### src/hdl/read_port_macros.svh
// size macros for the packet switch read port
`ifndef READ_PORT_MACROS_SVH
`define READ_PORT_MACROS_SVH

// priority classes, one buffer region each
`define NUM_PRIO 8

// words per priority region
`define PRIO_DEPTH 16

// data word width
`define DATA_W 64

// 8 regions of 16 words
`define ADDR_W 7

`define WEIGHT_W 5

// credits the arbiter can bank from the sink
`define MAX_CREDITS 8

`endif

### src/hdl/read_port_pkg.sv
// package with word, address and priority types and the arbiter enums
`include "read_port_macros.svh"

package read_port_pkg;

    // one buffer word
    typedef logic [`DATA_W-1:0] word_t;

    // region index in the upper bits, slot in the lower bits
    typedef logic [`ADDR_W-1:0] addr_t;

    // higher value wins under strict priority
    typedef logic [$clog2(`NUM_PRIO)-1:0] prio_t;

    typedef enum logic {
        sched_sp,
        sched_wrr
    } sched_mode_e;

    typedef enum logic [1:0] {
        arb_idle,
        arb_select,
        arb_stream
    } arb_state_e;

endpackage

### src/hdl/queue_if.sv
// interface between the priority queues and the read arbiter
`timescale 1ns/1ns
`include "read_port_macros.svh"

interface queue_if;

    // one bit per priority, high while a whole packet is stored
    logic [`NUM_PRIO-1:0]  prepared;
    logic                  pop;
    read_port_pkg::prio_t  pop_prio;
    // head of pop_prio, combinational
    read_port_pkg::addr_t  rd_addr;
    logic                  rd_last;

    modport queue_side (
        output prepared,
        output rd_addr,
        output rd_last,
        input  pop,
        input  pop_prio
    );

    modport arb_side (
        input  prepared,
        input  rd_addr,
        input  rd_last,
        output pop,
        output pop_prio
    );

endinterface

### src/hdl/priority_queues.sv
// per-priority circular pointers, word and packet counts, prepared flags
`timescale 1ns/1ns
`include "read_port_macros.svh"

module priority_queues (
    input  logic                  clk,
    input  logic                  rst,
    input  logic                  enq_valid,
    input  read_port_pkg::prio_t  enq_prio,
    input  logic                  enq_last,
    output logic                  enq_ready,
    output logic                  wr_en,
    output read_port_pkg::addr_t  wr_addr,
    queue_if.queue_side           q
);

    localparam int PTR_W = $clog2(`PRIO_DEPTH);
    localparam int CNT_W = $clog2(`PRIO_DEPTH + 1);

    logic [PTR_W-1:0] head_ptr [`NUM_PRIO];
    logic [PTR_W-1:0] tail_ptr [`NUM_PRIO];
    logic [CNT_W-1:0] word_cnt [`NUM_PRIO];
    logic [CNT_W-1:0] pkt_cnt  [`NUM_PRIO];
    // end-of-packet marker per stored word
    logic             last_flag [`NUM_PRIO][`PRIO_DEPTH];

    logic                 ready_q;
    logic [`NUM_PRIO-1:0] push_hit;
    logic [`NUM_PRIO-1:0] pop_hit;

    // region full stalls only that priority
    assign enq_ready = ready_q && (word_cnt[enq_prio] != CNT_W'(`PRIO_DEPTH));
    assign wr_en     = enq_valid && enq_ready;

    // region base is prio * PRIO_DEPTH, so the prio lands in the top bits
    assign wr_addr   = {enq_prio, tail_ptr[enq_prio]};
    assign q.rd_addr = {q.pop_prio, head_ptr[q.pop_prio]};
    assign q.rd_last = last_flag[q.pop_prio][head_ptr[q.pop_prio]];

    always_comb begin
        for (int i = 0; i < `NUM_PRIO; i++) begin
            push_hit[i]   = wr_en && (enq_prio == read_port_pkg::prio_t'(i));
            pop_hit[i]    = q.pop && (q.pop_prio == read_port_pkg::prio_t'(i));
            q.prepared[i] = (pkt_cnt[i] != '0);
        end
    end

    always_ff @(posedge clk) begin
        if (rst) begin
            ready_q <= 1'b0;
            for (int i = 0; i < `NUM_PRIO; i++) begin
                head_ptr[i] <= '0;
                tail_ptr[i] <= '0;
                word_cnt[i] <= '0;
                pkt_cnt[i]  <= '0;
            end
        end else begin
            ready_q <= 1'b1;
            for (int i = 0; i < `NUM_PRIO; i++) begin
                if (push_hit[i]) begin
                    tail_ptr[i] <= tail_ptr[i] + 1'b1;
                end
                if (pop_hit[i]) begin
                    head_ptr[i] <= head_ptr[i] + 1'b1;
                end
                word_cnt[i] <= word_cnt[i] + CNT_W'(push_hit[i]) - CNT_W'(pop_hit[i]);
                // packet counts on last word in and last word out
                pkt_cnt[i] <= pkt_cnt[i] + CNT_W'(push_hit[i] && enq_last)
                              - CNT_W'(pop_hit[i] && q.rd_last);
            end
        end
    end

    always_ff @(posedge clk) begin
        if (wr_en) begin
            last_flag[enq_prio][tail_ptr[enq_prio]] <= enq_last;
        end
    end

endmodule

### src/flat_wrapper.sv
// flat-port wrapper written by rule: the top's interface ports become plain ports
module priority_queues_flat 
  (clk, rst, enq_valid, enq_prio, enq_last, enq_ready, wr_en, wr_addr, q_prepared, q_rd_addr, q_rd_last, q_pop, q_pop_prio);
  queue_if q_i ();
  input  logic clk;
  input  logic rst;
  input  logic enq_valid;
  input  read_port_pkg::prio_t enq_prio;
  input  logic enq_last;
  output logic enq_ready;
  output logic wr_en;
  output read_port_pkg::addr_t wr_addr;
  output wire logic [$bits(q_i.prepared)-1:0] q_prepared;
  output wire logic [$bits(q_i.rd_addr)-1:0] q_rd_addr;
  output wire logic [$bits(q_i.rd_last)-1:0] q_rd_last;
  input wire logic [$bits(q_i.pop)-1:0] q_pop;
  input wire logic [$bits(q_i.pop_prio)-1:0] q_pop_prio;
  assign q_prepared = q_i.prepared;
  assign q_rd_addr = q_i.rd_addr;
  assign q_rd_last = q_i.rd_last;
  assign q_i.pop = q_pop;
  assign q_i.pop_prio = q_pop_prio;
  priority_queues u_core (.clk(clk), .rst(rst), .enq_valid(enq_valid), .enq_prio(enq_prio), .enq_last(enq_last), .enq_ready(enq_ready), .wr_en(wr_en), .wr_addr(wr_addr), .q(q_i));
endmodule
### config.mk
export PLATFORM = sky130hd
export DESIGN_NAME = priority_queues_flat
export DESIGN_NICKNAME = d
export VERILOG_FILES = /design/src/hdl/read_port_pkg.sv /design/src/hdl/queue_if.sv /design/src/hdl/priority_queues.sv /design/src/flat_wrapper.sv
export VERILOG_INCLUDE_DIRS = /design/src /design/src/hdl
export SDC_FILE = /design/constraint.sdc
export NUM_CORES = 1
export LEC_CHECK = 0
export BUFFER_PORTS_ARGS = -buffer_cell sky130_fd_sc_hd__buf_2
export CAP_MARGIN = 20
export CORE_UTILIZATION = 35
export CTS_CLUSTER_DIAMETER = 40
export DETAILED_ROUTE_END_ITERATION = 12
export PLACE_DENSITY = 0.52
export SLEW_MARGIN = 20
export SYNTH_ARGS = -nofsm -noshare
export SYNTH_HDL_FRONTEND = slang
export SYNTH_SLANG_ARGS = --single-unit
### constraint.sdc
create_clock -name clk -period 3.8 [get_ports clk]
set_input_delay 0.19 -clock clk [delete_from_list [all_inputs] [get_ports clk]]
set_output_delay 0.19 -clock clk [all_outputs]
set_load 0.03 [all_outputs]
==> flow_summary.ini, run 1 <==
[run]
cap_viol_max_count = 0

[setup_path]
required_ns = 4.29
cp_data_arrival_time_ns = 4.52
endpoint = u_core.pkt_cnt[0][14]
crit_path_start_kind = flip-flop
r2r_setup_slack_ns = -0.23
crit_fanout = 9
worstReg2RegStart = u_core.head_ptr[0][1]
reg2reg_to = u_core.pkt_cnt[0][14]
end_kind = flip-flop
reg2reg_depth = 17
crit_type = reg2reg
worstSetupStartpoint = u_core.head_ptr[0][1]

[placed_design]
dp_slack_ns = -0.228
numPortBuffers = 35
gp_congestion = 0.836
place_area_um2 = 16000
hpwlAfterDp_mm = 24.4
dp_cells = 1938

[sta]
post-route-period-util = 1.06
max_freq_ghz = 0.248
rsz0062_at_grt = yes
tightest_slew_ns = 1.12
slew_headroom = 0.255
setup_viol = 10
skew_ns = 0.0324
slew_violations = 0
final_hold_viol_count = 0
fin_ws_ns = -0.226
finalCriticalPeriod_ns = 4.03

[detailed_routing]
via_per_inst = 4.92
routed_wl_mm = 35.3
dr.first_iter.drc_count = 595
drt_first_pass_iters = 5
postRouteAntennaNets = 0
vias = 10004
wl_per_cell_um = 17.3
drc = 0

[floorplan]
row_count = 74
start_util = 0.355
ioPinCount = 36
core_um2 = 40800
die_w_um = 206
die_y_um = 206
die_area_um2 = 42300

[final_layout]
final-seq-area_um2 = 7390
final_cells = 2034
n_fill_cell = 3834
layout.nets = 1592
utilization = 0.440
drive_above_1_share = 0.237
area_delta_synth_final_pct = 23.9
final_cell_area_um2 = 18000
multi_input_area_um2 = 6580

[clock_tree]
clock_latency_ns = 0.59
cts-root-buf = clkbuf_16
htreeDepth = 2
cts_tree = built
cts_inserted_buffers = 49
clockBufferDepth = 3
clk_pin_slew_ns = 0.05
cts.sinks = 273

[synth]
avgSynthCellArea_um2 = 11.0
post_synth_num_cell_types = 56
ys.flop_type = edfxtp_1
syn_area_um2 = 14500
synth_cells = 1318
ys_ff_latch = 273
synth_edf_count = 192
seq_area_frac_synth = 0.509
syn_nets = 1449
yosys_warnings = 0
synthArstFlopShare = 0

[global_route]
overflow = 0
grt_max_degree = 121
grt_pass1_vias = 10192
antenna_found_initial = 0
grt_pass1_wl_mm = 56.1
track_usage = 0.173

[pwr]
vdd_drop_max_mv = 0.329
power_mw = 10.1
powerDensity_nw_per_um2 = 559
leakage_nw = 7.07

[status]
violations = setup timing
status = complete, but fails checks

[hold_path]
hold_class = in2reg
==> per-layer routing <==
metal  routed length [um]  up-vias  global-route usage
li1                     -     4860                   -
met3                 1420       54              0.0291
met2                16300      168               0.277
met4                  798        0              0.0603
met5                    0        -                   0
met1                16700     4922               0.235
==> state kept, by name, summed over array words and instances, names as in the netlist <==
register,flops
u_core.ready_q,1
u_core.last_flag,128
u_core.pkt_cnt,40
u_core.head_ptr,32
u_core.word_cnt,40
u_core.tail_ptr,32
==> report_power, final <==
group          leakage [nW]  total (mW)  switching (mW)  internal [mW]
logic                  3.76        1.93            1.05          0.872
clock network         0.832        4.57            1.63           2.94
registers              2.48        3.56           0.145           3.41
total                  7.07        10.1            2.83           7.22
==> cell families (layout without fill, tap and decap cells) <==
kind of cell	after synthesis	in the layout	synth area share
AND/OR/NAND/NOR	458	458	0.144
other	0	1	0
XOR/XNOR	88	88	0.0531
adder cells (fa/ha/maj)	120	120	0.112
multiplexers	68	68	0.0724
flip-flops	273	273	0.509
buffers and inverters	180	363	0.0497
AO/OA/AOI/OAI	131	131	0.0595
==> what timing repair did <==
item / 4_1_cts / 5_1_grt
endpoints found under the hold margin: 8 / 0
gates resized for setup: 20 / 28
setup endpoints to repair: 19 / 28
cloned: 0 / 0
setup buffers: 3 / 0
pin swaps: 3 / 4
hold buffers: 1 / 0
==> layout make-up <==
| cell class | instances | share of cell area |
|---|---|---|
| flip-flops and latches | 273 | 0.411 |
| multi-input cells | 865 | 0.366 |
| clock buffers | 54 | 0.0710 |
| repair buffers | 155 | 0.0657 |
| well taps | 532 | 0.0370 |
| clock inverters | 37 | 0.0249 |
| inverters | 117 | 0.0246 |
| diodes | 1 | 0.000139 |
==> worst max-delay path: stages (launching register included) <==
cell and delay, ns:
edfxtp_1 0.40, mux4_2 0.52, mux2i_4 0.18, buf_12 0.14
inv_4 0.03, mux2_2 0.26, a221o_1 0.36, o32ai_4 0.26
buf_12 0.18, nor2_1 0.05, ha_1 0.29, inv_2 0.04
ha_4 0.15, fa_2 0.38, a21oi_2 0.13, nor2_1 0.06
or3_1 0.34, a21oi_1 0.13
==> Yosys cell counts (all sizes together), types with 3 or more instances <==
library cell | count | area share
o22ai | 16 | 0.0069
nor2 | 238 | 0.062
a21oi | 43 | 0.015
or2 | 3 | 0.0013
mux2i | 16 | 0.012
nand3 | 34 | 0.012
ha | 104 | 0.090
fa | 16 | 0.022
a21o | 25 | 0.013
or3b | 6 | 0.0036
nor2b | 41 | 0.018
clkbuf | 37 | 0.0096
a221o | 3 | 0.0021
xnor2 | 39 | 0.024
or3 | 12 | 0.0052
inv | 117 | 0.030
nor3 | 21 | 0.0072
a31oi | 4 | 0.0017
nor4 | 3 | 0.0013
nor4b | 4 | 0.0024
xor2 | 49 | 0.030
edfxtp | 192 | 0.40
mux4 | 26 | 0.040
dfxtp | 81 | 0.11
mux2 | 26 | 0.020
buf | 26 | 0.0098
nand2 | 61 | 0.016
and2 | 4 | 0.0017
nand2b | 5 | 0.0022
a211oi | 6 | 0.0031
a221oi | 5 | 0.0030
o21ai | 13 | 0.0045
and3 | 15 | 0.0065
==> stage by stage <==
step	TNS (ns)	hold slack [ns]
2_1_floorplan	-0.0527	0.289
3_3_place_gp	-0.881	0.572
3_5_place_dp	-1.82	0.580
4_1_cts	-1.14	0.0471
5_1_grt	-2.97	0.0779
6_report	-1.21	0.0606
==> worst min path at each step <==
| stage | from | to | slack, ns | depth (start not counted) |
|---|---|---|---|---|
| finish | rst | u_core.word_cnt[3][3] | 0.06 | 2 |
| global route | rst | u_core.word_cnt[3][3] | 0.08 | 2 |
| global placement | u_core.pkt_cnt[0][3] | u_core.pkt_cnt[0][4] | 0.57 | 3 |
| floorplan | enq_last | u_core.last_flag[0][0] | 0.29 | 0 |
| detailed placement | u_core.word_cnt[1][0] | u_core.word_cnt[1][0] | 0.58 | 2 |
| CTS | rst | u_core.word_cnt[3][1] | 0.05 | 2 |
==> cell usage in the layout (no fill, tap or decap), types with 9 or more instances in the layout <==
cell         n
nor2_1     238
edfxtp_1   192
buf_4      113
inv_1      110
ha_1        95
dfxtp_1     80
nand2_1     61
clkbuf_16   50
xor2_1      49
nor2b_1     41
xnor2_1     36
nand3_1     34
buf_2       32
a21oi_1     27
mux4_2      26
mux2_2      25
a21o_1      25
nor3_1      19
o22ai_1     16
a21oi_2     16
mux2i_1     15
and3_1      15
o21ai_0     13
clkinv_2    10
or3_1        9
No activity file was read; power rests on OpenSTA's default activity.
==> run 2: changes to the inputs <==
--- a/config.mk
+++ b/config.mk
@@ -6,6 +6,7 @@
 export SDC_FILE = /design/constraint.sdc
 export NUM_CORES = 1
 export LEC_CHECK = 0
+export ABC_AREA = 1
 export BUFFER_PORTS_ARGS = -buffer_cell sky130_fd_sc_hd__buf_2
 export CAP_MARGIN = 20
 export CORE_UTILIZATION = 35
==> flow_summary.ini, run 2 <==
[sta]
final_hold_viol_count = 0
slew_headroom = 0.363
finalSetupTns_ns = 0
post-route-period-util = 0.928
tightest_slew_ns = 0.954
skew_ns = 0.0212
rsz0062_at_grt = no
fin_ws_ns = 0.273
max_freq_ghz = 0.284
finalCriticalPeriod_ns = 3.53
setup_viol = 0
slew_violations = 0

[synth]
synthArstFlopShare = 0
seq_area_frac_synth = 0.499
syn_nets = 1858
syn_area_um2 = 14800
synth_edf_count = 192
post_synth_num_cell_types = 33
synthTopCellsByArea = edfxtp_1, dfxtp_1, nand2_1, ha_1, nor2_1
avgSynthCellArea_um2 = 8.57
ys_ff_latch = 273
yosysTopAreaCellShare = 0.390
synth_cells = 1727
yosys-top-cells-count = nand2_1, nor2_1, inv_1
yosysTopAreaCell = edfxtp_1
yosys_warnings = 0
yosysMostFrequentCell = nand2_1
ys.flop_type = edfxtp_1

[detailed_routing]
dr.max_layer_used = met4
wl_per_cell_um = 16.1
drc = 0
wl_met3_mm = 2.05
drt_first_pass_iters = 5
postRouteAntennaNets = 0
wl_met1_mm = 17.6
dr.first_iter.drc_count = 709
routed_wl_mm = 38.0
via_per_inst = 4.82
wl_met2_mm = 17.6
vias = 11413

[setup_path]
worstSetupStartpoint = u_core.head_ptr[3][1]
cp_data_arrival_time_ns = 3.99
worst-path-stages = 17
required_ns = 4.26
crit_path_cell_trace = nor2_1 -> nor2_1 -> nand2_1 -> o21ai_1 -> nand3_1 -> nand3_1 -> nand3_2 -> a21oi_1 -> ha_1 -> inv_1 -> ha_1 -> inv_1 -> fa_1 -> o21ai_0 -> a21oi_1 -> o21ai_0 -> a21oi_1
r2r_setup_slack_ns = 0.27
worstReg2RegStart = u_core.head_ptr[3][1]
critPathMaxStageDelay_ns = 0.45
crit_top_cell = a21oi_1
crit_fanout = 9
reg2reg_depth = 17
endpoint = u_core.pkt_cnt[0][29]
cp_top_family = compound AO/OA/AOI/OAI gates
crit_type = reg2reg
reg2reg_to = u_core.pkt_cnt[0][29]
critical_path_buf_inv_count = 2
cp_slowest_cell = fa_1
end_kind = flip-flop
crit_path_start_kind = flip-flop

[floorplan]
row_count = 74
die_y_um = 208
start_util = 0.358
core_um2 = 41300
die_w_um = 208
die_area_um2 = 43100
ioPinCount = 36

[placed_design]
hpwlAfterDp_mm = 25.6
numPortBuffers = 35
dp_slack_ns = 0.0906
dp_cells = 2270
gp_congestion = 0.828

[clock_tree]
cts_inserted_buffers = 51
clk_pin_slew_ns = 0.06
htreeDepth = 2
clockBufferDepth = 3
cts_tree = built
cts-root-buf = clkbuf_16
clock_latency_ns = 0.58
cts_post_setup_buffers_inserted = 0
cts.sinks = 273

[final_layout]
layout.nets = 1922
area_delta_synth_final_pct = 17.8
largest_reg_flops = 128
final_common_cell = nand2_1
n_fill_cell = 4177
final_cell_mix = nand2_1, nor2_1, inv_1, edfxtp_1, ha_1
final_cells = 2366
drive_above_1_share = 0.0971
antenna-diode-count = 0

[pwr]
powerDensity_nw_per_um2 = 554
leakage_nw = 7.52
vdd_drop_max_mv = 0.429
power_mw = 9.65

[global_route]
grt_pass1_wl_mm = 60.6
antenna_found_initial = 0
grt_pass1_vias = 11136
overflow = 0
grt_max_degree = 87
track_usage = 0.180

[run]
cap_viol_max_count = 0

[status]
status = completed

[hold_path]
hold_class = in2reg
==> run 2: cell families (layout without fill, tap and decap cells) <==
logic type | count (synthesis) | after routing | synth area share
buffers and inverters | 304 | 411 | 0.0807
adders and majority gates | 120 | 120 | 0.110
DFF | 273 | 273 | 0.499
AOI/OAI and AO/OA | 183 | 183 | 0.0674
and+or+nand+nor | 805 | 805 | 0.218
xor gates and xnor gates | 42 | 42 | 0.0249
==> run 2: metrics by stage <==
stage               cell area (um2)  hold WS (ns)   util
floorplan                     14800         0.289      -
global placement              15700         0.550  0.379
detailed placement            15700         0.567  0.379
CTS                           17400         0.173  0.421
global route                  17400         0.199  0.422
finish                        17400         0.178  0.422
==> run 2: final cells by class <==
| class | count | area, um2 | area share |
|---|---|---|---|
| Inverter | 247 | 927 | 0.0532 |
| Clock inverter | 39 | 438 | 0.0251 |
| Tap cell | 532 | 666 | 0.0382 |
| Timing Repair Buffer | 68 | 475 | 0.0273 |
| Sequential cell | 273 | 7390 | 0.424 |
| Multi-Input combinational cell | 1150 | 6230 | 0.358 |
| Clock buffer | 57 | 1300 | 0.0745 |
==> run 2: timing repair <==
| action | CTS | global route |
|---|---|---|
| endpoints found under the setup margin | 0 | 4 |
| resized for setup | 0 | 4 |
| hold buffers | 0 | 0 |
==> run 2: per-layer routing <==
layer / up-vias / global-route usage
met3: 59 / 0.0309
met4: 0 / 0.0592
met2: 283 / 0.296
met1: 5359 / 0.240
met5: - / 0
li1: 5712 / -
==> run 2: worst reg2reg max path, stage by stage, from the launching register on <==
cell	delay [ns]
edfxtp_1	0.41
nor2_1	0.07
nor2_1	0.11
nand2_1	0.09
o21ai_1	0.44
nand3_1	0.19
nand3_1	0.14
nand3_2	0.24
a21oi_1	0.22
ha_1	0.25
inv_1	0.06
ha_1	0.17
inv_1	0.07
fa_1	0.45
o21ai_0	0.21
a21oi_1	0.11
o21ai_0	0.15
a21oi_1	0.05
==> run 2: power breakdown <==
group          internal, mW  switching (mW)
registers              3.40           0.146
logic                 0.511           0.981
clock network          2.97            1.65
total                  6.88            2.77
==> run 2: worst min-delay path by stage <==
stage / startpoint / to / cells past startpoint / slack [ns]
after global placement: u_core.word_cnt[3][4] / u_core.word_cnt[3][4] / 3 / 0.55
final: rst / u_core.ready_q / 2 / 0.18
after CTS: rst / u_core.ready_q / 2 / 0.17
after detailed placement: u_core.word_cnt[7][4] / u_core.word_cnt[7][4] / 2 / 0.57
after global routing: rst / u_core.ready_q / 2 / 0.20
after floorplan: enq_last / u_core.last_flag[0][0] / 0 / 0.29
