<file path="src/hdl/read_port_macros.svh">
// size macros for the packet switch read port
`ifndef READ_PORT_MACROS_SVH
`define READ_PORT_MACROS_SVH

// priority classes, one buffer region each
`define NUM_PRIO 8

// words per priority region
`define PRIO_DEPTH 16

// data word width
`define DATA_W 64

// 8 regions of 16 words
`define ADDR_W 7

`define WEIGHT_W 5

// credits the arbiter can bank from the sink
`define MAX_CREDITS 8

`endif

</file>
<file path="src/hdl/read_port_pkg.sv">
// package with word, address and priority types and the arbiter enums
`include "read_port_macros.svh"

package read_port_pkg;

    // one buffer word
    typedef logic [`DATA_W-1:0] word_t;

    // region index in the upper bits, slot in the lower bits
    typedef logic [`ADDR_W-1:0] addr_t;

    // higher value wins under strict priority
    typedef logic [$clog2(`NUM_PRIO)-1:0] prio_t;

    typedef enum logic {
        sched_sp,
        sched_wrr
    } sched_mode_e;

    typedef enum logic [1:0] {
        arb_idle,
        arb_select,
        arb_stream
    } arb_state_e;

endpackage

</file>
<file path="src/hdl/queue_if.sv">
// interface between the priority queues and the read arbiter
`timescale 1ns/1ns
`include "read_port_macros.svh"

interface queue_if;

    // one bit per priority, high while a whole packet is stored
    logic [`NUM_PRIO-1:0]  prepared;
    logic                  pop;
    read_port_pkg::prio_t  pop_prio;
    // head of pop_prio, combinational
    read_port_pkg::addr_t  rd_addr;
    logic                  rd_last;

    modport queue_side (
        output prepared,
        output rd_addr,
        output rd_last,
        input  pop,
        input  pop_prio
    );

    modport arb_side (
        input  prepared,
        input  rd_addr,
        input  rd_last,
        output pop,
        output pop_prio
    );

endinterface

</file>
<file path="src/hdl/read_arbiter.sv">
// strict priority and wrr selection, credit counter, output framing
`timescale 1ns/1ns
`include "read_port_macros.svh"

module read_arbiter (
    input  logic                        clk,
    input  logic                        rst,
    input  read_port_pkg::sched_mode_e  sched_mode,
    input  logic [`WEIGHT_W-1:0]        wrr_weight,
    input  logic                        credit_return,
    queue_if.arb_side                   q,
    output logic                        rd_en,
    input  read_port_pkg::word_t        rd_data,
    output logic                        out_valid,
    output logic                        out_sop,
    output logic                        out_eop,
    output read_port_pkg::prio_t        out_prio,
    output read_port_pkg::word_t        out_data
);

    localparam int CRED_W = $clog2(`MAX_CREDITS + 1);

    read_port_pkg::arb_state_e state;
    logic [CRED_W-1:0]         credit_cnt;
    logic                      have_credit;
    read_port_pkg::prio_t      gnt_prio;
    read_port_pkg::prio_t      cur_prio;
    logic [`WEIGHT_W-1:0]      run_cnt;
    logic [`WEIGHT_W-1:0]      weight_eff;
    logic                      first_word;
    read_port_pkg::prio_t      sp_prio;
    read_port_pkg::prio_t      wrr_next;
    logic                      wrr_stay;
    logic                      valid_q;
    logic                      sop_q;
    logic                      eop_q;
    read_port_pkg::prio_t      prio_q;

    assign have_credit = (credit_cnt != '0);
    assign q.pop       = (state == read_port_pkg::arb_stream) && have_credit;
    assign q.pop_prio  = gnt_prio;
    assign rd_en       = q.pop;

    // zero weight behaves as one
    assign weight_eff = (wrr_weight == '0) ? `WEIGHT_W'(1) : wrr_weight;
    assign wrr_stay   = q.prepared[cur_prio] && (run_cnt < weight_eff);

    always_comb begin
        read_port_pkg::prio_t cand;
        logic found;
        sp_prio  = '0;
        wrr_next = cur_prio;
        found    = 1'b0;
        for (int i = 0; i < `NUM_PRIO; i++) begin
            if (q.prepared[i]) begin
                sp_prio = read_port_pkg::prio_t'(i);
            end
        end
        // walk downward from the current priority, last step lands on itself
        for (int k = 1; k <= `NUM_PRIO; k++) begin
            cand = cur_prio - read_port_pkg::prio_t'(k);
            if (!found && q.prepared[cand]) begin
                wrr_next = cand;
                found    = 1'b1;
            end
        end
    end

    always_ff @(posedge clk) begin
        if (rst) begin
            credit_cnt <= '0;
        end else if (credit_return && !q.pop && credit_cnt < CRED_W'(`MAX_CREDITS)) begin
            credit_cnt <= credit_cnt + 1'b1;
        end else if (q.pop && !credit_return) begin
            credit_cnt <= credit_cnt - 1'b1;
        end
    end

    always_ff @(posedge clk) begin
        if (rst) begin
            state      <= read_port_pkg::arb_idle;
            gnt_prio   <= '0;
            cur_prio   <= '0;
            run_cnt    <= '0;
            first_word <= 1'b0;
        end else begin
            case (state)
                read_port_pkg::arb_idle: begin
                    if (have_credit && (|q.prepared)) begin
                        state <= read_port_pkg::arb_select;
                    end
                end
                read_port_pkg::arb_select: begin
                    if (sched_mode == read_port_pkg::sched_sp) begin
                        gnt_prio <= sp_prio;
                    end else if (wrr_stay) begin
                        gnt_prio <= cur_prio;
                        run_cnt  <= run_cnt + 1'b1;
                    end else begin
                        gnt_prio <= wrr_next;
                        cur_prio <= wrr_next;
                        run_cnt  <= `WEIGHT_W'(1);
                    end
                    first_word <= 1'b1;
                    state      <= read_port_pkg::arb_stream;
                end
                read_port_pkg::arb_stream: begin
                    if (q.pop) begin
                        first_word <= 1'b0;
                        if (q.rd_last) begin
                            state <= read_port_pkg::arb_idle;
                        end
                    end
                end
                default: state <= read_port_pkg::arb_idle;
            endcase
        end
    end

    // framing follows the pop by the buffer's read latency
    always_ff @(posedge clk) begin
        if (rst) begin
            valid_q <= 1'b0;
            sop_q   <= 1'b0;
            eop_q   <= 1'b0;
        end else begin
            valid_q <= q.pop;
            sop_q   <= q.pop && first_word;
            eop_q   <= q.pop && q.rd_last;
        end
    end

    always_ff @(posedge clk) begin
        prio_q <= gnt_prio;
    end

    assign out_valid = valid_q;
    assign out_sop   = sop_q;
    assign out_eop   = eop_q;
    assign out_prio  = prio_q;
    assign out_data  = rd_data;

endmodule

</file>
<file path="src/flat_wrapper.sv">
// flat-port wrapper written by rule: the top's interface ports become plain ports
module read_arbiter_flat 
  (clk, rst, sched_mode, wrr_weight, credit_return, rd_en, rd_data, out_valid, out_sop, out_eop, out_prio, out_data, q_prepared, q_rd_addr, q_rd_last, q_pop, q_pop_prio);
  queue_if q_i ();
  input  logic clk;
  input  logic rst;
  input  read_port_pkg::sched_mode_e sched_mode;
  input  logic [`WEIGHT_W-1:0] wrr_weight;
  input  logic credit_return;
  output logic rd_en;
  input  read_port_pkg::word_t rd_data;
  output logic out_valid;
  output logic out_sop;
  output logic out_eop;
  output read_port_pkg::prio_t out_prio;
  output read_port_pkg::word_t out_data;
  input wire logic [$bits(q_i.prepared)-1:0] q_prepared;
  input wire logic [$bits(q_i.rd_addr)-1:0] q_rd_addr;
  input wire logic [$bits(q_i.rd_last)-1:0] q_rd_last;
  output wire logic [$bits(q_i.pop)-1:0] q_pop;
  output wire logic [$bits(q_i.pop_prio)-1:0] q_pop_prio;
  assign q_i.prepared = q_prepared;
  assign q_i.rd_addr = q_rd_addr;
  assign q_i.rd_last = q_rd_last;
  assign q_pop = q_i.pop;
  assign q_pop_prio = q_i.pop_prio;
  read_arbiter u_core (.clk(clk), .rst(rst), .sched_mode(sched_mode), .wrr_weight(wrr_weight), .credit_return(credit_return), .q(q_i), .rd_en(rd_en), .rd_data(rd_data), .out_valid(out_valid), .out_sop(out_sop), .out_eop(out_eop), .out_prio(out_prio), .out_data(out_data));
endmodule
</file>
<file path="config.mk">
export PLATFORM = sky130hd
export DESIGN_NAME = read_arbiter_flat
export DESIGN_NICKNAME = d
export VERILOG_FILES = /design/src/hdl/read_port_pkg.sv /design/src/hdl/queue_if.sv /design/src/hdl/read_arbiter.sv /design/src/flat_wrapper.sv
export VERILOG_INCLUDE_DIRS = /design/src /design/src/hdl
export SDC_FILE = /design/constraint.sdc
export NUM_CORES = 1
export LEC_CHECK = 0
export BUFFER_PORTS_ARGS = -buffer_cell sky130_fd_sc_hd__buf_2
export CAP_MARGIN = 10
export CORE_MARGIN = 2
export CORE_UTILIZATION = 48
export DETAILED_ROUTE_END_ITERATION = 16
export PLACE_DENSITY = 0.88
export SYNTH_ARGS = -nofsm -noshare
export SYNTH_HDL_FRONTEND = slang
export SYNTH_SLANG_ARGS = --single-unit
export TNS_END_PERCENT = 30
</file>
<file path="constraint.sdc">
create_clock -name clk -period 6.23 [get_ports clk]
set_clock_uncertainty 0.15 [all_clocks]
set_input_delay 1.5575 -clock clk [delete_from_list [all_inputs] [get_ports clk]]
set_output_delay 1.5575 -clock clk [all_outputs]
set_load 0.01 [all_outputs]
</file>
==> results of run 1 <==
==> worst paths after layout <==
check	start	to	cells past startpoint
max	u_core.cur_prio[0]	u_core.cur_prio[1]	9
min	u_core.q.pop_prio[0]	u_core.out_prio[0]	0
max reg2reg	u_core.cur_prio[0]	u_core.cur_prio[1]	9
min reg2reg	u_core.q.pop_prio[0]	u_core.out_prio[0]	0
==> metrics by stage <==
step | setup WS (ns) | utilization | power (mW) | cell area (um2) | instances
6_report | 1.99 | 0.433 | 0.672 | 2360 | 327
5_1_grt | 1.70 | 0.433 | 0.728 | 2360 | 327
4_1_cts | 2.01 | 0.433 | 0.675 | 2360 | 327
3_5_place_dp | 2.02 | 0.426 | 0.585 | 2320 | 324
3_3_place_gp | 2.15 | 0.426 | 0.567 | 2320 | 324
2_1_floorplan | 2.48 | - | 0.553 | 2660 | 306
==> power by group through the flow <==
stage	clock [mW]	combinational [mW]	sequential (mW)
after floorplan	0	0.333	0.220
after global placement	0	0.340	0.227
after detailed placement	0	0.356	0.229
after CTS	0.0905	0.359	0.226
after global routing	0.0959	0.400	0.232
final	0.0873	0.359	0.225
==> cell usage in the layout (no fill, tap or decap), drive strengths merged, types with 3 or more instances in the layout <==
cell,n
a21oi,13
and3,4
buf,28
clkbuf,3
dfxtp,24
ha,9
inv,13
mux2,8
mux2i,6
mux4,14
nand2,13
nand3,9
nand3b,3
nand4,5
nor2,24
nor2b,4
nor3,6
nor3b,4
nor4,4
o211ai,3
o21a,4
o21ai,10
o21bai,3
o22ai,4
xor2,6
==> synth_stat cells, drive strengths merged (2+ instances only) <==
cell type,n,share of area
a2111oi,2,0.0066
a32o,2,0.0075
o21a,4,0.011
mux4,14,0.12
nor3,6,0.011
nor4,4,0.015
ha,9,0.042
inv,13,0.018
o211ai,3,0.010
a221oi,2,0.0089
mux2i,6,0.023
nor2,24,0.034
xnor2,2,0.0094
mux2,8,0.035
buf,72,0.20
nand4,5,0.012
nor4b,2,0.0066
clkbuf,10,0.014
or2,2,0.0047
nand3,9,0.019
o21bai,3,0.0085
and3,4,0.0094
a21o,2,0.0056
dfxtp,24,0.18
o22ai,4,0.015
nand2,13,0.018
a31oi,2,0.0047
nand3b,3,0.0085
nor3b,4,0.011
nand2b,2,0.0047
nor2b,4,0.0094
a21oi,13,0.024
o21ai,10,0.019
xor2,6,0.020
and2,2,0.0057
==> final cells by class <==
| class | count | share of cell area |
|---|---|---|
| Multi-Input combinational cell | 187 | 0.660 |
| Sequential cell | 24 | 0.204 |
| Timing Repair Buffer | 28 | 0.0594 |
| Tap cell | 72 | 0.0382 |
| Inverter | 13 | 0.0207 |
| Clock buffer | 3 | 0.0175 |
==> per-layer routing <==
layer	global-route usage	wire length (um)	vias up
met4	0.0632	89	0
met5	0	0	-
li1	-	-	937
met3	0.0345	406	14
met1	0.209	2040	936
met2	0.284	2510	83
==> kinds of logic after synthesis <==
logic type,synth area share
xor+xnor,0.0292
flops,0.181
buf+inv,0.234
compound gates,0.149
fa+ha+maj,0.0499
mux,0.182
simple gates,0.176
==> state kept, by name, indices dropped and copies added (netlist names) <==
signal and flops:
u_core.run_cnt 5, u_core.out_valid 1, u_core.out_eop 1, u_core.credit_cnt 4, u_core.q.pop_prio 3, u_core.state 2, u_core.out_sop 1, u_core.first_word 1
u_core.out_prio 3, u_core.cur_prio 3
==> flow_summary.json, run 1 <==
{
  "first_global_vias": 1945,
  "timing.hold.worst.class": "reg -> reg",
  "clk_path_buf_depth": 2,
  "syn2layout_area_growth_pct": -11.3,
  "crit_slowest_cell": "dfxtp_1",
  "post_cts_resized": 0,
  "initial_utilization": 0.489,
  "multiInputGateArea_um2": 1560,
  "seq_power_share": 0.335,
  "die_area_um2": 6150,
  "port_buffers": 28,
  "die_h_um": 78.4,
  "slew_viol_final": 0,
  "grt_antenna_before_repair": 0,
  "yosys_warnings": 0,
  "worst_setup_path_end_kind": "flip-flop",
  "crit_type": "reg -> reg",
  "row_count": 27,
  "io_pins": 164,
  "p_comb_frac": 0.535,
  "powerDensity_nw_per_um2": 285,
  "dpl.hpwl_um": 3850,
  "clkLatencyLatePin_ns": 0.26,
  "cts_setup_buffers": 0,
  "antenna_cells": 0,
  "grt_max_degree": 23,
  "clock_sinks": 24,
  "ys_async_sr_fraction": 0,
  "viasPerCell": 6.02,
  "gp_congestion": 0.899,
  "outcome": "complete, no violations",
  "grt_pass1_wl_um": 8580,
  "ys_seq_elements": 24,
  "first_pass_iters": 4,
  "hold_slack_ns": 0.228,
  "rrSetupSlack_ns": 1.99,
  "avgSynthCellArea_um2": 8.68,
  "sw_frac_of_total": 0.411,
  "synth_cell_type_count": 60,
  "core_area_um2": 5440,
  "cp.required_ns": 6.24,
  "cts_tree": "yes",
  "grtUsageTotal": 0.167,
  "synth_flop_cell": "dfxtp_1",
  "path_delay_family": "multiplexers",
  "rsz0062_at_grt": "no",
  "syn-cell-area_um2": 2660,
  "worst-path-buf-inv": 1,
  "routedWlPerCell_um": 15.4,
  "critPathLaunchType": "flip-flop",
  "min_period_over_period": 0.680,
  "overflow": 0,
  "wirelength_um": 5050,
  "clk_pin_slew_ns": 0.08,
  "crit_top_cell": "nand3_1",
  "remaining_drc_errors": 0,
  "drive_gt1_frac": 0.235,
  "cap_viol_max_count": 0,
  "via_count": 1970,
  "tightestPinTransition_ns": 0.915,
  "crit_chain": "inv_2, ha_1, mux2_2, mux4_1, o22ai_4, nand3_1, o2111ai_1, nand3_1, a32o_1",
  "seq_area_frac_synth": 0.181,
  "regArea_um2": 480,
  "htreeDepth": 1,
  "post-route-min-period_ns": 4.24,
  "p_leak_nw": 0.941,
  "finalSetupViolations": 0,
  "max_freq_mhz": 236,
  "drt_iter0_drc": 102,
  "die_x_um": 78.4,
  "setup_tns_ns": 0,
  "clkPwrFrac": 0.130,
  "cpPeakStageDelay_ns": 0.93,
  "cp_max_fo": 22,
  "cts_buffers": 3,
  "synthesis.nets": 405,
  "p_int_mw": 0.396,
  "final_nets": 356,
  "fillers": 523,
  "slew_headroom": 0.389,
  "worstPathArrival_ns": 4.24,
  "synth_edf_count": 0,
  "peakVddDrop_mv": 0.138,
  "hold_viol": 0,
  "power_switching_mw": 0.276,
  "root_buffer": "clkbuf_8",
  "ant_nets": 0,
  "netlist_instances": 306,
  "ctsHoldBuffers": 0
}
(Power assumes the default switching activity.)
==> run 2, diff against run 1 <==
--- a/config.mk
+++ b/config.mk
@@ -9,9 +9,9 @@
 export BUFFER_PORTS_ARGS = -buffer_cell sky130_fd_sc_hd__buf_2
 export CAP_MARGIN = 10
 export CORE_MARGIN = 2
-export CORE_UTILIZATION = 48
+export CORE_UTILIZATION = 44
 export DETAILED_ROUTE_END_ITERATION = 16
-export PLACE_DENSITY = 0.88
+export PLACE_DENSITY = 0.82
 export SYNTH_ARGS = -nofsm -noshare
 export SYNTH_HDL_FRONTEND = slang
 export SYNTH_SLANG_ARGS = --single-unit
==> constraint.sdc (replaced) <==
create_clock -name clk -period 4.26 [get_ports clk]
set_clock_uncertainty 0.15 [all_clocks]
set_input_delay 1.065 -clock clk [delete_from_list [all_inputs] [get_ports clk]]
set_output_delay 1.065 -clock clk [all_outputs]
set_load 0.01 [all_outputs]
==> flow_summary.json, run 2 (synthesis results as in run 1) <==
{
  "powerDensity_nw_per_um2": 440,
  "clk_path_buf_depth": 2,
  "cp.required_ns": 4.30,
  "ctsHoldBuffers": 0,
  "initial_utilization": 0.452,
  "p_comb_frac": 0.510,
  "gp_congestion": 0.825,
  "rsz0062_at_grt": "no",
  "min_period_over_period": 0.777,
  "slew_viol_final": 0,
  "die_h_um": 81.7,
  "syn2layout_area_growth_pct": -9.18,
  "grtUsageTotal": 0.155,
  "row_count": 28,
  "htreeDepth": 1,
  "port_buffers": 28,
  "worstPathArrival_ns": 3.35,
  "hold_slack_ns": 0.232,
  "grt_pass1_wl_um": 8410,
  "grt_max_degree": 22,
  "worst_setup_path_end_kind": "flip-flop",
  "rrSetupSlack_ns": 0.95,
  "via_count": 1966,
  "root_buffer": "clkbuf_8",
  "p_leak_nw": 0.971,
  "overflow": 0,
  "wirelength_um": 5230,
  "p_int_mw": 0.645,
  "setup_tns_ns": 0,
  "peakVddDrop_mv": 0.252,
  "hold_viol": 0,
  "cp_max_fo": 12,
  "antenna_cells": 0,
  "timing.hold.worst.class": "reg -> reg",
  "max_freq_mhz": 302,
  "cpPeakStageDelay_ns": 0.63,
  "first_pass_iters": 4,
  "first_global_vias": 1780,
  "p_total_mw": 1.06,
  "finalSetupViolations": 0,
  "grt_antenna_before_repair": 0,
  "clkLatencyLatePin_ns": 0.27,
  "ant_nets": 0,
  "clock_sinks": 24,
  "clk_pin_slew_ns": 0.09,
  "clkPwrFrac": 0.190,
  "drive_gt1_frac": 0.247,
  "cts_tree": "yes",
  "routedWlPerCell_um": 15.6,
  "tightestPinTransition_ns": 0.568,
  "crit_chain": "inv_2, ha_1, buf_4, mux4_1, mux2_2, a21bo_2, nand3_1, o2111ai_1, and4_1, o31ai_1",
  "remaining_drc_errors": 0,
  "layout_commonest_cell": "buf_2",
  "dpl.hpwl_um": 3890,
  "crit_type": "reg -> reg",
  "drt_iter0_drc": 71,
  "final_cell_mix": "buf_2, nor2_1, dfxtp_1",
  "post_cts_resized": 0,
  "io_pins": 164,
  "top_regs": "u_core.run_cnt: 5 flops, u_core.credit_cnt: 4 flops",
  "power_switching_mw": 0.417,
  "viasPerCell": 5.89,
  "die_x_um": 81.7,
  "largest_register_ffs": 5,
  "cts_buffers": 3,
  "cap_viol_max_count": 0,
  "critPathLaunchType": "flip-flop",
  "cts_setup_buffers": 0,
  "sw_frac_of_total": 0.393,
  "top_register": "u_core.run_cnt",
  "crit_slowest_cell": "mux4_1",
  "final_nets": 359,
  "slew_headroom": 0.617,
  "seq_power_share": 0.300,
  "outcome": "complete, no violations",
  "post-route-min-period_ns": 3.31,
  "die_area_um2": 6680,
  "core_area_um2": 5890
}
-- run 2: changes by cell type in the layout (fill, tap and decap cells not counted) --
| cell | delta |
|---|---|
| buf_4 | +3 |
| bufinv_16 | +1 |
-- run 2: path summary, 6_finish.rpt --
path,startpoint,to,cells after the start
worst max-delay path,u_core.cur_prio[0],u_core.q.pop_prio[1],10
worst min-delay path,u_core.q.pop_prio[2],u_core.out_prio[2],0
worst max register to register,u_core.cur_prio[0],u_core.q.pop_prio[1],10
worst min register to register,u_core.q.pop_prio[2],u_core.out_prio[2],0
-- run 2: worst max-delay path: cells and delay by family, from the launching register on --
| family | cells | cell delay (ns) |
|---|---|---|
| compound gates | 3 | 0.54 |
| simple gates | 2 | 0.33 |
| fa+ha+maj | 1 | 0.55 |
| buf+inv | 2 | 0.34 |
| mux | 2 | 0.95 |
| flops | 1 | 0.35 |
-- run 2: per-layer routing --
layer | wire length [um] | global-route usage | vias up
li1 | - | - | 948
met1 | 2350 | 0.203 | 920
met3 | 399 | 0.0374 | 20
met2 | 2400 | 0.256 | 78
met4 | 72 | 0.0433 | 0
met5 | 0 | 0 | -
-- run 2: metrics by stage --
| step | worst slack [ns] | std cells | util | area [um2] |
|---|---|---|---|---|
| floorplan | 0.919 | 306 | - | 2660 |
| global placement | 0.964 | 330 | 0.398 | 2340 |
| detailed placement | 0.864 | 330 | 0.398 | 2340 |
| CTS | 0.984 | 334 | 0.410 | 2410 |
| global route | 0.798 | 334 | 0.410 | 2410 |
| finish | 0.952 | 334 | 0.410 | 2410 |
-- run 2: layout make-up --
cell class              instances  area (um2)
clock buffers                   3        41.3
clock inverters                 1        30.0
flip-flops and latches         24         480
fillers                       588        3470
well taps                      75        93.8
inverters                      13        48.8
multi-input cells             187        1560
repair buffers                 31         163
-- run 2: power groups by stage --
stage	clock, mW	sequential (mW)	combinational [mW]
final	0.202	0.319	0.541
after global routing	0.216	0.326	0.599
after CTS	0.207	0.318	0.539
after detailed placement	0	0.323	0.536
after global placement	0	0.319	0.516
after floorplan	0	0.321	0.487
==> run 3, diff against run 2 <==
--- a/config.mk
+++ b/config.mk
@@ -9,9 +9,9 @@
 export BUFFER_PORTS_ARGS = -buffer_cell sky130_fd_sc_hd__buf_2
 export CAP_MARGIN = 10
 export CORE_MARGIN = 2
-export CORE_UTILIZATION = 44
+export CORE_UTILIZATION = 40
 export DETAILED_ROUTE_END_ITERATION = 16
-export PLACE_DENSITY = 0.82
+export PLACE_DENSITY = 0.78
 export SYNTH_ARGS = -nofsm -noshare
 export SYNTH_HDL_FRONTEND = slang
 export SYNTH_SLANG_ARGS = --single-unit
==> constraint.sdc (replaced) <==
create_clock -name clk -period 3 [get_ports clk]
set_clock_uncertainty 0.15 [all_clocks]
set_input_delay 0.75 -clock clk [delete_from_list [all_inputs] [get_ports clk]]
set_output_delay 0.75 -clock clk [all_outputs]
set_load 0.01 [all_outputs]
==> flow_summary.json, run 3 (synthesis results as in run 1) <==
{
  "outcome": "complete, no violations",
  "die_x_um": 85.5,
  "rsz0062_at_grt": "no",
  "slew_viol_final": 0,
  "path_delay_family": "multiplexers",
  "syn2layout_area_growth_pct": -6.73,
  "core_area_um2": 6390,
  "crit_slowest_cell": "mux4_2",
  "timing.hold.worst.class": "reg -> reg",
  "wirelength_um": 5400,
  "powerDensity_nw_per_um2": 590,
  "clk_pin_slew_ns": 0.08,
  "drive_gt1_frac": 0.288,
  "dp.cells": 338,
  "clk_path_buf_depth": 2,
  "fillers": 638,
  "htreeDepth": 1,
  "row_count": 29,
  "p_int_mw": 0.868,
  "max_freq_mhz": 346,
  "first_pass_iters": 4,
  "viasPerCell": 5.89,
  "sw_frac_of_total": 0.407,
  "initial_utilization": 0.416,
  "ant_nets": 0,
  "antenna_cells": 0,
  "cts_tree": "yes",
  "setup_tns_ns": 0,
  "top_register": "u_core.run_cnt",
  "routedWlPerCell_um": 15.7,
  "grt_pass1_wl_um": 9040,
  "worst_setup_path_end_kind": "flip-flop",
  "final_nets": 367,
  "p_leak_nw": 0.998,
  "post-route-min-period_ns": 2.89,
  "via_count": 2026,
  "largest_register_ffs": 5,
  "remaining_drc_errors": 0,
  "stdcell_count": 344,
  "port_buffers": 28,
  "clock_sinks": 24,
  "drt_iter0_drc": 98,
  "top_regs": "u_core.run_cnt: 5 flops, u_core.credit_cnt: 4 flops",
  "io_pins": 164,
  "critPathLaunchType": "flip-flop",
  "power_switching_mw": 0.595,
  "die_h_um": 85.5,
  "p_total_mw": 1.46,
  "min_period_over_period": 0.963,
  "dpl.hpwl_um": 4040,
  "grtUsageTotal": 0.146,
  "clkPwrFrac": 0.132,
  "slew_headroom": 0.637,
  "crit_type": "reg -> reg",
  "cp_max_fo": 10,
  "die_area_um2": 7310,
  "cap_viol_max_count": 0,
  "layout_commonest_cell": "buf_2",
  "peakVddDrop_mv": 0.323,
  "ctsHoldBuffers": 0,
  "root_buffer": "clkbuf_8",
  "first_global_vias": 1975,
  "hold_slack_ns": 0.223,
  "final_cell_mix": "buf_2, nor2_1, dfxtp_1",
  "hold_viol": 0,
  "worst-path-buf-inv": 1,
  "overflow": 0,
  "cpPeakStageDelay_ns": 0.53,
  "worstPathArrival_ns": 2.94,
  "cp.required_ns": 3.05,
  "finalSetupViolations": 0,
  "cts_buffers": 3,
  "crit_chain": "inv_1, ha_4, mux2_2, mux4_2, o22ai_4, nand3_2, and2_4, a2111o_1, o211ai_2",
  "gp_congestion": 0.876,
  "grt_antenna_before_repair": 0,
  "p_comb_frac": 0.563,
  "tightestPinTransition_ns": 0.531,
  "seq_power_share": 0.305,
  "grt_max_degree": 22,
  "clkLatencyLatePin_ns": 0.26
}
run 3: changes by cell type in the layout (fill, tap and decap cells not counted), sizes merged:
cell | before | now
buf | 31 | 39
bufinv | 1 | 0
clkbuf | 3 | 4
run 3: area by class of cell:
class / instances / area (um2) / share of cell area
repair buffers: 39 / 223 / 0.0899
well taps: 77 / 96.3 / 0.0389
multi-input cells: 187 / 1580 / 0.637
inverters: 13 / 51.3 / 0.0207
flip-flops and latches: 24 / 485 / 0.196
clock buffers: 4 / 45.0 / 0.0182
run 3: power by group through the flow:
stage                     combinational (mW)  sequential [mW]  clock (mW)
after floorplan                        0.704            0.458           0
after global placement                 0.776            0.451           0
after detailed placement               0.803            0.454           0
after CTS                              0.807            0.446       0.196
after global routing                   0.911            0.457       0.210
final                                  0.824            0.447       0.193
run 3: worst reg2reg max path: stages (launching register included):
cell	delay, ns
dfxtp_2	0.34
inv_1	0.08
ha_4	0.35
mux2_2	0.37
mux4_2	0.53
o22ai_4	0.25
nand3_2	0.10
and2_4	0.21
a2111o_1	0.38
o211ai_2	0.08
run 3: path summary, 6_finish.rpt:
kind / startpoint / to / slack (ns) / depth (start not counted)
worst max register to register: u_core.cur_prio[1] / u_core.q.pop_prio[0] / 0.11 / 9
worst max-delay path: u_core.cur_prio[1] / u_core.q.pop_prio[0] / 0.11 / 9
worst min-delay path: u_core.q.pop_prio[1] / u_core.out_prio[1] / 0.22 / 0
worst min register to register: u_core.q.pop_prio[1] / u_core.out_prio[1] / 0.22 / 0
run 3: timing repair:
action | CTS | global route
buffers inserted | 0 | 2
resized for setup | 0 | 2
endpoints found under the setup margin | 0 | 4
run 3: layer usage:
| layer | track usage | routed length (um) |
|---|---|---|
| met1 | 0.192 | 2410 |
| met2 | 0.237 | 2570 |
| met3 | 0.0366 | 384 |
| met4 | 0.0447 | 31 |
| met5 | 0 | 0 |
run 3: stage by stage:
step	setup WS, ns	area (um2)	utilization
6_report	0.111	2480	0.388
3_5_place_dp	-0.00636	2410	0.377
2_1_floorplan	0.00833	2690	-
4_1_cts	0.0565	2450	0.384
3_3_place_gp	0.0686	2410	0.377
5_1_grt	0.0211	2480	0.388
